File: config.mk
export PLATFORM = sky130hd
export DESIGN_NAME = cache_subsystem_top
export DESIGN_NICKNAME = d
export VERILOG_FILES = /design/src/logic/cache_pkg.sv /design/src/logic/cache_control_if.sv /design/src/logic/generic_bus_if.sv /design/src/logic/cache_subsystem_top.sv /design/src/logic/direct_mapped_cache.sv /design/src/logic/mem_arbiter.sv /design/src/logic/separate_caches.sv
export SDC_FILE = /design/constraint.sdc
export NUM_CORES = 2
export LEC_CHECK = 0
export BUFFER_PORTS_ARGS = -buffer_cell sky130_fd_sc_hd__buf_4
export CORE_MARGIN = 4
export CORE_UTILIZATION = 40
export DETAILED_ROUTE_END_ITERATION = 16
export GPL_ROUTABILITY_DRIVEN = 1
export GPL_TIMING_DRIVEN = 0
export PLACE_DENSITY = 0.54
export REMOVE_ABC_BUFFERS = 1
export SYNTH_ARGS = -nofsm -noshare
export SYNTH_HDL_FRONTEND = slang
export SYNTH_HIERARCHICAL = 1
export SYNTH_SLANG_ARGS = --single-unit
File: constraint.sdc
create_clock -name CLK -period 18.8 [get_ports CLK]
set_input_delay 0.94 -clock CLK [delete_from_list [all_inputs] [get_ports CLK]]
set_output_delay 0.94 -clock CLK [all_outputs]
set_load 0.05 [all_outputs]
File: src/logic/cache_pkg.sv
/*
 * Shared widths, cache geometry and state encoding for the split L1 caches.
 * Every RTL file refers to these definitions by scoped name.
 */

`default_nettype none

package cache_pkg;

    localparam int ADDR_BITS   = 32;
    localparam int WORD_BITS   = 32;
    localparam int OFFSET_BITS = 2;
    localparam int LINES       = 16;
    localparam int INDEX_BITS  = $clog2(LINES);
    localparam int TAG_BITS    = ADDR_BITS - INDEX_BITS - OFFSET_BITS;

    typedef logic [ADDR_BITS-1:0]  addr_t;
    typedef logic [WORD_BITS-1:0]  word_t;
    typedef logic [INDEX_BITS-1:0] index_t;
    typedef logic [TAG_BITS-1:0]   tag_t;

    // everything from here up goes straight to memory.
    localparam addr_t NONCACHE_START_ADDR = 32'h8000_0000;

    typedef enum logic [2:0] {
        IDLE,
        WRITEBACK,
        FILL,
        FLUSH_SCAN,
        FLUSH_WB,
        BYPASS,
        FLUSH_DONE
    } cache_state_t;

endpackage

`default_nettype wire

File: src/logic/cache_control_if.sv
/*
 * Flush and clear strobes from the cache controller and their done pulses.
 * One interface serves both the instruction and the data cache.
 */

`timescale 1ns/100ps
`default_nettype none

interface cache_control_if;

    logic icache_flush, icache_clear;
    logic dcache_flush, dcache_clear;
    logic iflush_done, iclear_done;
    logic dflush_done, dclear_done;

    modport controller (
        output icache_flush, icache_clear, dcache_flush, dcache_clear,
        input  iflush_done, iclear_done, dflush_done, dclear_done
    );

    modport caches (
        input  icache_flush, icache_clear, dcache_flush, dcache_clear,
        output iflush_done, iclear_done, dflush_done, dclear_done
    );

endinterface

`default_nettype wire

File: src/logic/generic_bus_if.sv
/*
 * Single-word request/response bus.
 * The requester holds ren or wen until busy drops for one completion cycle.
 * cpu is the requester side, generic_bus the responder side.
 */

`timescale 1ns/100ps
`default_nettype none

interface generic_bus_if;

    cache_pkg::addr_t addr;
    cache_pkg::word_t wdata;
    cache_pkg::word_t rdata;
    logic             ren;
    logic             wen;
    logic             busy;

    modport cpu (
        output addr, wdata, ren, wen,
        input  rdata, busy
    );

    modport generic_bus (
        input  addr, wdata, ren, wen,
        output rdata, busy
    );

endinterface

`default_nettype wire

File: src/logic/cache_subsystem_top.sv
/*
 * Top level of the split cache subsystem.
 * Maps the core, control and memory ports onto bus interfaces and connects
 * the cache pair to the memory arbiter.
 */

`timescale 1ns/100ps
`default_nettype none

module cache_subsystem_top (
    input  logic             CLK,
    input  logic             arst_n,
    input  cache_pkg::addr_t iaddr,
    input  logic             iren,
    output cache_pkg::word_t irdata,
    output logic             ibusy,
    input  cache_pkg::addr_t daddr,
    input  cache_pkg::word_t dwdata,
    input  logic             dren,
    input  logic             dwen,
    output cache_pkg::word_t drdata,
    output logic             dbusy,
    input  logic             iflush,
    input  logic             iclear,
    input  logic             dflush,
    input  logic             dclear,
    output logic             iflush_done,
    output logic             iclear_done,
    output logic             dflush_done,
    output logic             dclear_done,
    output logic             icache_miss,
    output logic             dcache_miss,
    output cache_pkg::addr_t mem_addr,
    output cache_pkg::word_t mem_wdata,
    output logic             mem_ren,
    output logic             mem_wen,
    input  cache_pkg::word_t mem_rdata,
    input  logic             mem_busy
);

    generic_bus_if icache_proc_bus ();
    generic_bus_if dcache_proc_bus ();
    generic_bus_if icache_mem_bus ();
    generic_bus_if dcache_mem_bus ();
    generic_bus_if mem_bus ();
    cache_control_if control ();

    // instruction fetch is read only.
    assign icache_proc_bus.addr  = iaddr;
    assign icache_proc_bus.wdata = '0;
    assign icache_proc_bus.ren   = iren;
    assign icache_proc_bus.wen   = 1'b0;
    assign irdata                = icache_proc_bus.rdata;
    assign ibusy                 = icache_proc_bus.busy;

    assign dcache_proc_bus.addr  = daddr;
    assign dcache_proc_bus.wdata = dwdata;
    assign dcache_proc_bus.ren   = dren;
    assign dcache_proc_bus.wen   = dwen;
    assign drdata                = dcache_proc_bus.rdata;
    assign dbusy                 = dcache_proc_bus.busy;

    assign control.icache_flush = iflush;
    assign control.icache_clear = iclear;
    assign control.dcache_flush = dflush;
    assign control.dcache_clear = dclear;
    assign iflush_done          = control.iflush_done;
    assign iclear_done          = control.iclear_done;
    assign dflush_done          = control.dflush_done;
    assign dclear_done          = control.dclear_done;

    assign mem_addr      = mem_bus.addr;
    assign mem_wdata     = mem_bus.wdata;
    assign mem_ren       = mem_bus.ren;
    assign mem_wen       = mem_bus.wen;
    assign mem_bus.rdata = mem_rdata;
    assign mem_bus.busy  = mem_busy;

    separate_caches caches_i (
        .CLK             (CLK),
        .arst_n          (arst_n),
        .icache_proc_bus (icache_proc_bus),
        .dcache_proc_bus (dcache_proc_bus),
        .icache_mem_bus  (icache_mem_bus),
        .dcache_mem_bus  (dcache_mem_bus),
        .control         (control),
        .icache_miss     (icache_miss),
        .dcache_miss     (dcache_miss)
    );

    mem_arbiter arbiter_i (
        .CLK            (CLK),
        .arst_n         (arst_n),
        .icache_mem_bus (icache_mem_bus),
        .dcache_mem_bus (dcache_mem_bus),
        .mem_bus        (mem_bus)
    );

endmodule

`default_nettype wire

File: src/logic/direct_mapped_cache.sv
/*
 * Direct-mapped, write-back, write-allocate cache with one word per line.
 * Hits answer in the request cycle; misses pulse cache_miss and go to memory.
 * Addresses at or above the non-cacheable boundary bypass the line array.
 */

`timescale 1ns/100ps
`default_nettype none

module direct_mapped_cache (
    input  logic                   CLK,
    input  logic                   arst_n,
    generic_bus_if.generic_bus     proc_bus,
    generic_bus_if.cpu             mem_bus,
    input  logic                   flush,
    input  logic                   clear,
    output logic                   flush_done,
    output logic                   clear_done,
    output logic                   cache_miss
);

    cache_pkg::cache_state_t state, next_state;

    logic [cache_pkg::LINES-1:0] valid;
    logic [cache_pkg::LINES-1:0] dirty;
    cache_pkg::tag_t             tags_q [cache_pkg::LINES];
    cache_pkg::word_t            data_q [cache_pkg::LINES];

    cache_pkg::index_t line_cnt, cnt_next;
    logic              cnt_last;

    cache_pkg::index_t req_idx;
    cache_pkg::tag_t   req_tag;
    cache_pkg::index_t wb_idx;
    logic              req;
    logic              noncache;
    logic              hit;
    logic              victim_dirty;
    logic              mem_done;

    // single write port into the line array.
    logic              upd_en;
    cache_pkg::index_t upd_idx;
    cache_pkg::tag_t   upd_tag;
    cache_pkg::word_t  upd_data;
    logic              upd_dirty;

    logic             byp_ready;
    logic             byp_take;
    logic             byp_capture;
    cache_pkg::word_t byp_data;

    assign req_idx  = proc_bus.addr[cache_pkg::OFFSET_BITS +: cache_pkg::INDEX_BITS];
    assign req_tag  = proc_bus.addr[cache_pkg::ADDR_BITS-1 -: cache_pkg::TAG_BITS];
    assign req      = proc_bus.ren | proc_bus.wen;
    assign noncache = proc_bus.addr >= cache_pkg::NONCACHE_START_ADDR;
    assign hit      = valid[req_idx] && (tags_q[req_idx] == req_tag);
    assign mem_done = !mem_bus.busy;
    assign cnt_last = line_cnt == cache_pkg::index_t'(cache_pkg::LINES - 1);

    assign victim_dirty = valid[req_idx] && dirty[req_idx];

    // victim of a demand miss, or the line under the flush walk.
    assign wb_idx = (state == cache_pkg::FLUSH_WB) ? line_cnt : req_idx;

    assign byp_take    = (state == cache_pkg::IDLE) && req && noncache;
    assign byp_capture = (state == cache_pkg::BYPASS) && mem_done;
    assign flush_done  = state == cache_pkg::FLUSH_DONE;

    always_comb begin
        next_state     = state;
        cnt_next       = line_cnt;
        proc_bus.busy  = 1'b1;
        proc_bus.rdata = data_q[req_idx];
        mem_bus.addr   = proc_bus.addr;
        mem_bus.wdata  = proc_bus.wdata;
        mem_bus.ren    = 1'b0;
        mem_bus.wen    = 1'b0;
        cache_miss     = 1'b0;
        upd_en         = 1'b0;
        upd_idx        = req_idx;
        upd_tag        = req_tag;
        upd_data       = proc_bus.wdata;
        upd_dirty      = 1'b1;

        case (state)
            cache_pkg::IDLE: begin
                if (flush) begin
                    next_state = cache_pkg::FLUSH_SCAN;
                    cnt_next   = '0;
                end else if (req && noncache) begin
                    if (byp_ready) begin
                        proc_bus.busy  = 1'b0;
                        proc_bus.rdata = byp_data;
                    end else begin
                        next_state = cache_pkg::BYPASS;
                    end
                end else if (req) begin
                    cache_miss = !hit;
                    // a write into a clean victim allocates without memory traffic.
                    if (hit || (proc_bus.wen && !victim_dirty)) begin
                        proc_bus.busy = 1'b0;
                        upd_en        = proc_bus.wen;
                    end else if (victim_dirty) begin
                        next_state = cache_pkg::WRITEBACK;
                    end else begin
                        next_state = cache_pkg::FILL;
                    end
                end
            end
            cache_pkg::WRITEBACK: begin
                mem_bus.addr  = {tags_q[wb_idx], wb_idx, 2'b00};
                mem_bus.wdata = data_q[wb_idx];
                mem_bus.wen   = 1'b1;
                if (mem_done) begin
                    // a write installs here, so the retry in IDLE is a hit.
                    upd_en     = proc_bus.wen;
                    next_state = proc_bus.wen ? cache_pkg::IDLE : cache_pkg::FILL;
                end
            end
            cache_pkg::FILL: begin
                mem_bus.ren = 1'b1;
                if (mem_done) begin
                    upd_en     = 1'b1;
                    upd_data   = mem_bus.rdata;
                    upd_dirty  = 1'b0;
                    next_state = cache_pkg::IDLE;
                end
            end
            cache_pkg::BYPASS: begin
                mem_bus.ren = proc_bus.ren;
                mem_bus.wen = proc_bus.wen;
                if (mem_done) begin
                    next_state = cache_pkg::IDLE;
                end
            end
            cache_pkg::FLUSH_SCAN: begin
                if (valid[line_cnt] && dirty[line_cnt]) begin
                    next_state = cache_pkg::FLUSH_WB;
                end else if (cnt_last) begin
                    next_state = cache_pkg::FLUSH_DONE;
                end else begin
                    cnt_next = line_cnt + 1'b1;
                end
            end
            cache_pkg::FLUSH_WB: begin
                mem_bus.addr  = {tags_q[wb_idx], wb_idx, 2'b00};
                mem_bus.wdata = data_q[wb_idx];
                mem_bus.wen   = 1'b1;
                if (mem_done) begin
                    // line stays valid, only the dirty bit drops.
                    upd_en    = 1'b1;
                    upd_idx   = wb_idx;
                    upd_tag   = tags_q[wb_idx];
                    upd_data  = data_q[wb_idx];
                    upd_dirty = 1'b0;
                    if (cnt_last) begin
                        next_state = cache_pkg::FLUSH_DONE;
                    end else begin
                        next_state = cache_pkg::FLUSH_SCAN;
                        cnt_next   = line_cnt + 1'b1;
                    end
                end
            end
            cache_pkg::FLUSH_DONE: begin
                next_state = cache_pkg::IDLE;
            end
            default: begin
                next_state = cache_pkg::IDLE;
            end
        endcase
    end

    always_ff @(posedge CLK or negedge arst_n) begin
        if (!arst_n) begin
            state      <= cache_pkg::IDLE;
            line_cnt   <= '0;
            valid      <= '0;
            dirty      <= '0;
            byp_ready  <= 1'b0;
            clear_done <= 1'b0;
        end else begin
            state      <= next_state;
            line_cnt   <= cnt_next;
            clear_done <= clear;
            if (upd_en) begin
                valid[upd_idx] <= 1'b1;
                dirty[upd_idx] <= upd_dirty;
            end
            // clear wins over any line update in the same cycle.
            if (clear) begin
                valid <= '0;
                dirty <= '0;
            end
            if (byp_capture) begin
                byp_ready <= 1'b1;
            end else if (byp_take) begin
                byp_ready <= 1'b0;
            end
        end
    end

    always_ff @(posedge CLK) begin
        if (upd_en) begin
            tags_q[upd_idx] <= upd_tag;
            data_q[upd_idx] <= upd_data;
        end
        if (byp_capture) begin
            byp_data <= mem_bus.rdata;
        end
    end

endmodule

`default_nettype wire

File: src/logic/mem_arbiter.sv
/*
 * Two-to-one arbiter from the cache memory buses onto the external bus.
 * Data side wins a tie; a grant is held until memory completes the transaction.
 * The winner passes through combinationally, the loser sees busy.
 */

`timescale 1ns/100ps
`default_nettype none

module mem_arbiter (
    input  logic               CLK,
    input  logic               arst_n,
    generic_bus_if.generic_bus icache_mem_bus,
    generic_bus_if.generic_bus dcache_mem_bus,
    generic_bus_if.cpu         mem_bus
);

    logic i_req;
    logic d_req;
    logic sel_d;
    logic sel_req;
    logic owner_d;
    logic locked;

    assign i_req = icache_mem_bus.ren | icache_mem_bus.wen;
    assign d_req = dcache_mem_bus.ren | dcache_mem_bus.wen;

    // with nothing pending the data side is parked on the bus.
    assign sel_d   = locked ? owner_d : (d_req || !i_req);
    assign sel_req = sel_d ? d_req : i_req;

    always_comb begin
        if (sel_d) begin
            mem_bus.addr  = dcache_mem_bus.addr;
            mem_bus.wdata = dcache_mem_bus.wdata;
            mem_bus.ren   = dcache_mem_bus.ren;
            mem_bus.wen   = dcache_mem_bus.wen;
        end else begin
            mem_bus.addr  = icache_mem_bus.addr;
            mem_bus.wdata = icache_mem_bus.wdata;
            mem_bus.ren   = icache_mem_bus.ren;
            mem_bus.wen   = icache_mem_bus.wen;
        end
    end

    assign icache_mem_bus.rdata = mem_bus.rdata;
    assign dcache_mem_bus.rdata = mem_bus.rdata;
    assign icache_mem_bus.busy  = sel_d ? 1'b1 : mem_bus.busy;
    assign dcache_mem_bus.busy  = sel_d ? mem_bus.busy : 1'b1;

    // lock on a request that did not complete this cycle.
    always_ff @(posedge CLK or negedge arst_n) begin
        if (!arst_n) begin
            owner_d <= 1'b1;
            locked  <= 1'b0;
        end else begin
            owner_d <= sel_d;
            locked  <= sel_req && mem_bus.busy;
        end
    end

endmodule

`default_nettype wire

File: src/logic/separate_caches.sv
/*
 * Split L1 arrangement: one instruction cache and one data cache.
 * Each cache gets its own core bus, memory bus and half of the control signals.
 */

`timescale 1ns/100ps
`default_nettype none

module separate_caches (
    input  logic               CLK,
    input  logic               arst_n,
    generic_bus_if.generic_bus icache_proc_bus,
    generic_bus_if.generic_bus dcache_proc_bus,
    generic_bus_if.cpu         icache_mem_bus,
    generic_bus_if.cpu         dcache_mem_bus,
    cache_control_if.caches    control,
    output logic               icache_miss,
    output logic               dcache_miss
);

    // instruction side, never written by the core.
    direct_mapped_cache icache (
        .CLK        (CLK),
        .arst_n     (arst_n),
        .proc_bus   (icache_proc_bus),
        .mem_bus    (icache_mem_bus),
        .flush      (control.icache_flush),
        .clear      (control.icache_clear),
        .flush_done (control.iflush_done),
        .clear_done (control.iclear_done),
        .cache_miss (icache_miss)
    );

    direct_mapped_cache dcache (
        .CLK        (CLK),
        .arst_n     (arst_n),
        .proc_bus   (dcache_proc_bus),
        .mem_bus    (dcache_mem_bus),
        .flush      (control.dcache_flush),
        .clear      (control.dcache_clear),
        .flush_done (control.dflush_done),
        .clear_done (control.dclear_done),
        .cache_miss (dcache_miss)
    );

endmodule

`default_nettype wire
# Word-level counts from Yosys, hierarchy flattened

Memory sizes are Yosys's and may differ from the RTL's.
Index checks and enable logic that the tools add are counted.

Flip-flop bits (word level): 148
RAM bits: 1856
Input port bits: 138
Output and inout port bits: 138
Word-level logic and storage cells: 263
Memories: 4

Add/subtract/negate cells: 2
$lt $le $gt $ge: 10
Eq/ne operators: 34
Mux-type cells: 148
Bitwise operators: 5
Reductions and logical operators: 44

Memories:

| memory                 | words | bits a word | read ports | clocked after Yosys merged registers in | write ports | RTL line                  | source |
|---|---|---|---|---|---|---|---|
| caches_i.dcache.data_q | 16    | 32          | 2          | 0                                       | 1           | direct_mapped_cache.sv:27 | `cache_pkg::word_t data_q [cache_pkg::LINES];` |
| caches_i.icache.data_q | 16    | 32          | 2          | 0                                       | 1           | direct_mapped_cache.sv:27 |  |
| caches_i.dcache.tags_q | 16    | 26          | 2          | 0                                       | 1           | direct_mapped_cache.sv:26 | `cache_pkg::tag_t tags_q [cache_pkg::LINES];` |
| caches_i.icache.tags_q | 16    | 26          | 2          | 0                                       | 1           | direct_mapped_cache.sv:26 |  |

Operators with widths:

| cell                 | number |
|---|---|
| $mux 32              | 18 |
| $mux 16              | 8 |
| $pmux 32 s2          | 2 |
| $mux 26              | 4 |
| $mux 3               | 22 |
| $ge 32x32->1 const B | 2 |
| $mux 1               | 57 |
| $mux 4               | 14 |
| $eq 26x26->1         | 2 |
| $bmux 1 s4           | 8 |
| $bwmux 16            | 2 |
| $or 16x16->16        | 2 |
| $lt 4x5->1 const B   | 6 |
| $pmux 3 s5           | 2 |
| $pmux 4 s3           | 2 |
| $ne 2x2->1 const B   | 10 |
| $eq 3x3->1 const B   | 6 |
| $logic_and 1x1->1    | 18 |
| $reduce_and 7->1     | 2 |
| $eq 3x2->1 const B   | 4 |
| $ne 4x3->1 const B   | 3 |
| $ne 4x4->1 const B   | 3 |
| $reduce_or 2->1      | 6 |
| $add 4x1->4 const B  | 2 |
| other kinds (15)     | 38 |

# Depth between registers and ports, before layout

Word-level depth: 17
Mapped depth: 20
Mapped depth without buffers: 14

# Hierarchy

Netlist, hierarchy kept.

Modules (own cells, without submodules):

| module                                | times used | cells each | area an instance (sq um) |
|---|---|---|---|
| direct_mapped_cache (caches_i.icache) | 1          | 3485       | 49671.4 |
| direct_mapped_cache (caches_i.dcache) | 1          | 3668       | 49396.1 |
| mem_arbiter                           | 1          | 157        | 1447.6 |
| cache_subsystem_top                   | 1          | 1          | 3.8 |

# Least setup slack after synthesis

Ideal clock, no wire load.

Kind: input-to-reg
Start: in daddr[3]
End: mem caches_i/dcache/data_q[14][0] in the netlist's numbering, enable pin
Library setup time: 545 ps
Arrival time: 7243 ps
Setup slack: 11012 ps
Stages on the path: 11
Cell sequence: buf_2 > buf_2 > buf_2 > buf_1 > mux4_2 > mux4_2 > a21oi_2 > and3_2 > o21bai_4 > nor2_1 > nor3_1

Word-level cells in the longest chain between the ends: 13

RTL lines:

| element                                                                | RTL line                  | source |
|---|---|---|
| start: declaration                                                     | cache_subsystem_top.sv:17 | `input cache_pkg::addr_t daddr,` |
| parallel branches: the longest is 13 deep, another holds $mem_v2 16x26 | n/a                       |  |
| end: declaration                                                       | direct_mapped_cache.sv:27 |  |

Several ways; the timed one is not identified. The select of a mux whose other input is x is not followed.

# Final worst setup path

Start: in daddr[3]
End: out mem_addr[13]

Word-level cells in the longest chain between the ends: 4

RTL lines:

| element                     | RTL line                  | source |
|---|---|---|
| $mux 4                      | direct_mapped_cache.sv:64 | `assign wb_idx = (state == cache_pkg::FLUSH_WB) ? line_cnt : req_idx;` |
| $mem_v2 16x26               | n/a                       |  |
| $mux 32                     | n/a                       |  |
| via dcache_mem_bus.addr[13] | generic_bus_if.sv:12      | `cache_pkg::addr_t addr;` |
| $mux 32                     | mem_arbiter.sv:33         | `if (sel_d) begin` |
| end: declaration            | cache_subsystem_top.sv:33 | `output cache_pkg::addr_t mem_addr,` |

The timed path passes the listed nets, and every way through them passes these cells.

==> flow_summary.ini <==
[global_routing]
grt_remaining_overflow = 0
grt_usage = 0.260
antenna_found_initial = 32
grt_max_degree = 115
grt_pass1_vias = 67400
grt_pass1_wl_mm = 490

[detailed_routing]
ant_nets = 0
via_per_inst = 6.13
dr_total_vias = 67700
wl_per_cell_um = 31.1
drc = 0
wl_mm = 344
firstDrtPassIters = 6
drt_iter0_drc = 8149

[pwr]
ir_drop_mv = 0.0906
powerDensity_nw_per_um2 = 124
power.leakage_nw = 40.8

[synthesis]
synth_top_area_cell = edfxtp_1
syn_avg_cell_area_um2 = 13.7
ys_types = 88
yosysSeqAreaShare = 0.595
synth_top_area_share = 0.574
postSynthCellCount = 7311
synth_edf_count = 1920
synthArstFlopShare = 0.0419
synth_seq_cells = 2004
synthMostInstantiatedCell = edfxtp_1
yosys_most_used_dff = edfxtp_1
synth_common_cells = 1920 x edfxtp_1, 1637 x nand2_1, 596 x mux4_2, 471 x mux2i_1, 338 x clkbuf_1
yosysWarnings = 6
ys_top_cells_by_area = edfxtp_1 57%, mux4_2 13%, nand2_1 6.1%
synth_area_um2 = 101000

[clock_tree]
worstSkewPairLatency_ps = 860
numCtsBuffers = 223
post_cts_buffers = 0
clockBufferDepth = 3
hold_buffers = 0
tritoncts = done
clk_pin_slew_worst_paths_ps = 60
clock-root-buffer = clkbuf_16
cts.sinks = 2004
htreeDepth = 4
cts_resized = 0

[worst_setup_path]
critPathKind = input pin to primary output
r2r_slack_ps = 11780
worstRegToRegCells = 17
critPathTopFamily = buffers and inverters
cp_common_cell = buf_16
cp_num_buf_inv = 11
cpPeakStageDelay_ps = 1030
worstSetupStartpointType = input pin
crit-reg2reg-launch = caches_i/dcache/state[2]
worst_setup_path_end_kind = primary output
crit_path_top_delay_cell = o21ai_0
crit_chain = buf_8 > buf_16 > buf_16 > buf_16 > inv_1 > a21oi_1 > a21oi_4 > buf_12 > buf_12 > clkinv_4 > buf_16 > buf_16 > mux2i_1 > mux4_2 > nand2_1 > o31ai_1 > o21ai_0 > mux2_1 > buf_4
crit_path_max_fanout = 98
critPathArrivalTime_ps = 7730
timing.rr.end = caches_i/dcache/data_q[7][16]
required_ps = 17860

[sta]
hold_violations = 0
skew_ps = 34.0
rsz0062_at_grt = false
period_share = 0.461
fin_crit_ps = 8670
slew_viol_final = 2
clock.fmax_mhz = 115
fin_ws_ps = 10130
tns_ps = 0
setup_viol = 0
relSlewSlack = -0.0735
worstMarginPinSlew_ps = 1590

[layout]
syn2layout_area_growth_pct = 16.8
post_route_cells_drive_above_1_share = 0.219
nets = 7656

[run_status]
status = finished, violations left
violations = capacitance limit, slew limit

[min_path]
holdCritStartpoint = mem_rdata[22]
hold_class = input pin to flip-flop
whs_endpoint = caches_i/icache/byp_data[22]
holdPathStages = 1

[place]
dp_hpwl_mm = 222
numPortBuffers = 275
place_ws_ps = 10050
gp_congestion = 0.815

[floorplanning]
die_y_um = 509
die_w_um = 509
coreArea_um2 = 249000
start_util = 0.403
pin_count = 276
die-area_um2 = 259000
rows = 183

[run]
cap_violations = 2
-- through the flow --
step | util | cells | cell area [um2] | hold WS [ps] | power (W)
after floorplan | - | 6732 | 97600 | 460 | 0.00826
after global placement | 0.416 | 10300 | 104000 | 488 | 0.0103
after detailed placement | 0.441 | 10600 | 110000 | 507 | 0.0102
after CTS | 0.471 | 11000 | 117000 | 277 | 0.0146
after global routing | 0.471 | 11000 | 117000 | 291 | 0.0151
final | 0.471 | 11100 | 117000 | 334 | 0.0146
-- placed cells by master, fill, tap and decap left out, types with 107 or more instances in the layout --
cell type	instances
clkbuf_16	230
edfxtp_1	1920
mux2i_1	467
nand2_1	1632
a311oi_1	233
o21ai_1	119
nand3_1	284
mux4_2	596
buf_12	111
buf_4	271
and3_1	178
o21ai_0	157
o31ai_1	107
-- layer usage --
metal	share of wire	up-vias	track usage
met4	0.035	16	0.0868
li1	-	28800	-
met1	0.40	35100	0.351
met2	0.48	3227	0.425
met5	0.00032	-	0
met3	0.085	598	0.0499
-- logic make-up (layout without fill, tap and decap cells) --
logic type,after synthesis,after routing,synth area share
simple gates,2336,2336,0.0995
flops,2004,2004,0.595
mux,1178,1178,0.193
compound gates,1010,1010,0.0728
buf+inv,710,1035,0.0337
xor+xnor,70,70,0.00610
fa+ha+maj,2,2,0.000249
other cells,1,85,0.0000373
-- state kept, by name, summed over array words and instances (netlist names), 16 cells and up --
register,flops
caches_i/icache/dirty,16
caches_i/icache/byp_data,32
caches_i/dcache/valid,16
caches_i/dcache/tags_q,416
caches_i/icache/tags_q,416
caches_i/dcache/byp_data,32
caches_i/icache/data_q,512
caches_i/dcache/dirty,16
caches_i/dcache/data_q,512
caches_i/icache/valid,16
-- power breakdown --
group	total (W)	switching, W	internal [W]
registers	0.00536	0.0000825	0.00528
clock network	0.00443	0.00185	0.00258
logic	0.00479	0.00326	0.00153
total	0.0146	0.00520	0.00939
-- how the worst max path moves through the flow --
stage / startpoint / to / slack, ps / cells past startpoint
detailed placement: daddr[3] / mem_addr[13] / 10050 / 19
global placement: daddr[3] / mem_addr[23] / -47990 / 12
finish: daddr[3] / mem_addr[13] / 10130 / 19
floorplan: daddr[3] / mem_wdata[31] / -15160 / 11
CTS: daddr[3] / mem_addr[13] / 10060 / 19
global route: daddr[3] / mem_addr[13] / 9870 / 19
-- area by class of cell --
type | instances | area, um2
Multi-Input combinational cell | 4666 | 38000
Tap cell | 3330 | 4170
Fill cell | 21400 | 132000
Sequential cell | 2004 | 59800
Timing Repair Buffer | 559 | 7900
Clock inverter | 145 | 1380
Antenna cell | 15 | 37.5
Inverter | 62 | 272
Clock buffer | 269 | 5920
-- worst register-to-register path, stage by stage, from the launching register on --
cell and delay [ps]:
dfrtp_1 690, inv_1 210, nand2_1 170, nor2_4 100, a21o_1 380, or2_1 330, o31ai_4 540, buf_8 270
nand2b_1 440, clkinv_2 420, nand2_4 830, a21oi_1 170, o21bai_1 550, nor2_4 720, buf_16 250, buf_16 180
buf_12 200, buf_12 220
No activity file was read; power rests on OpenSTA's default activity.
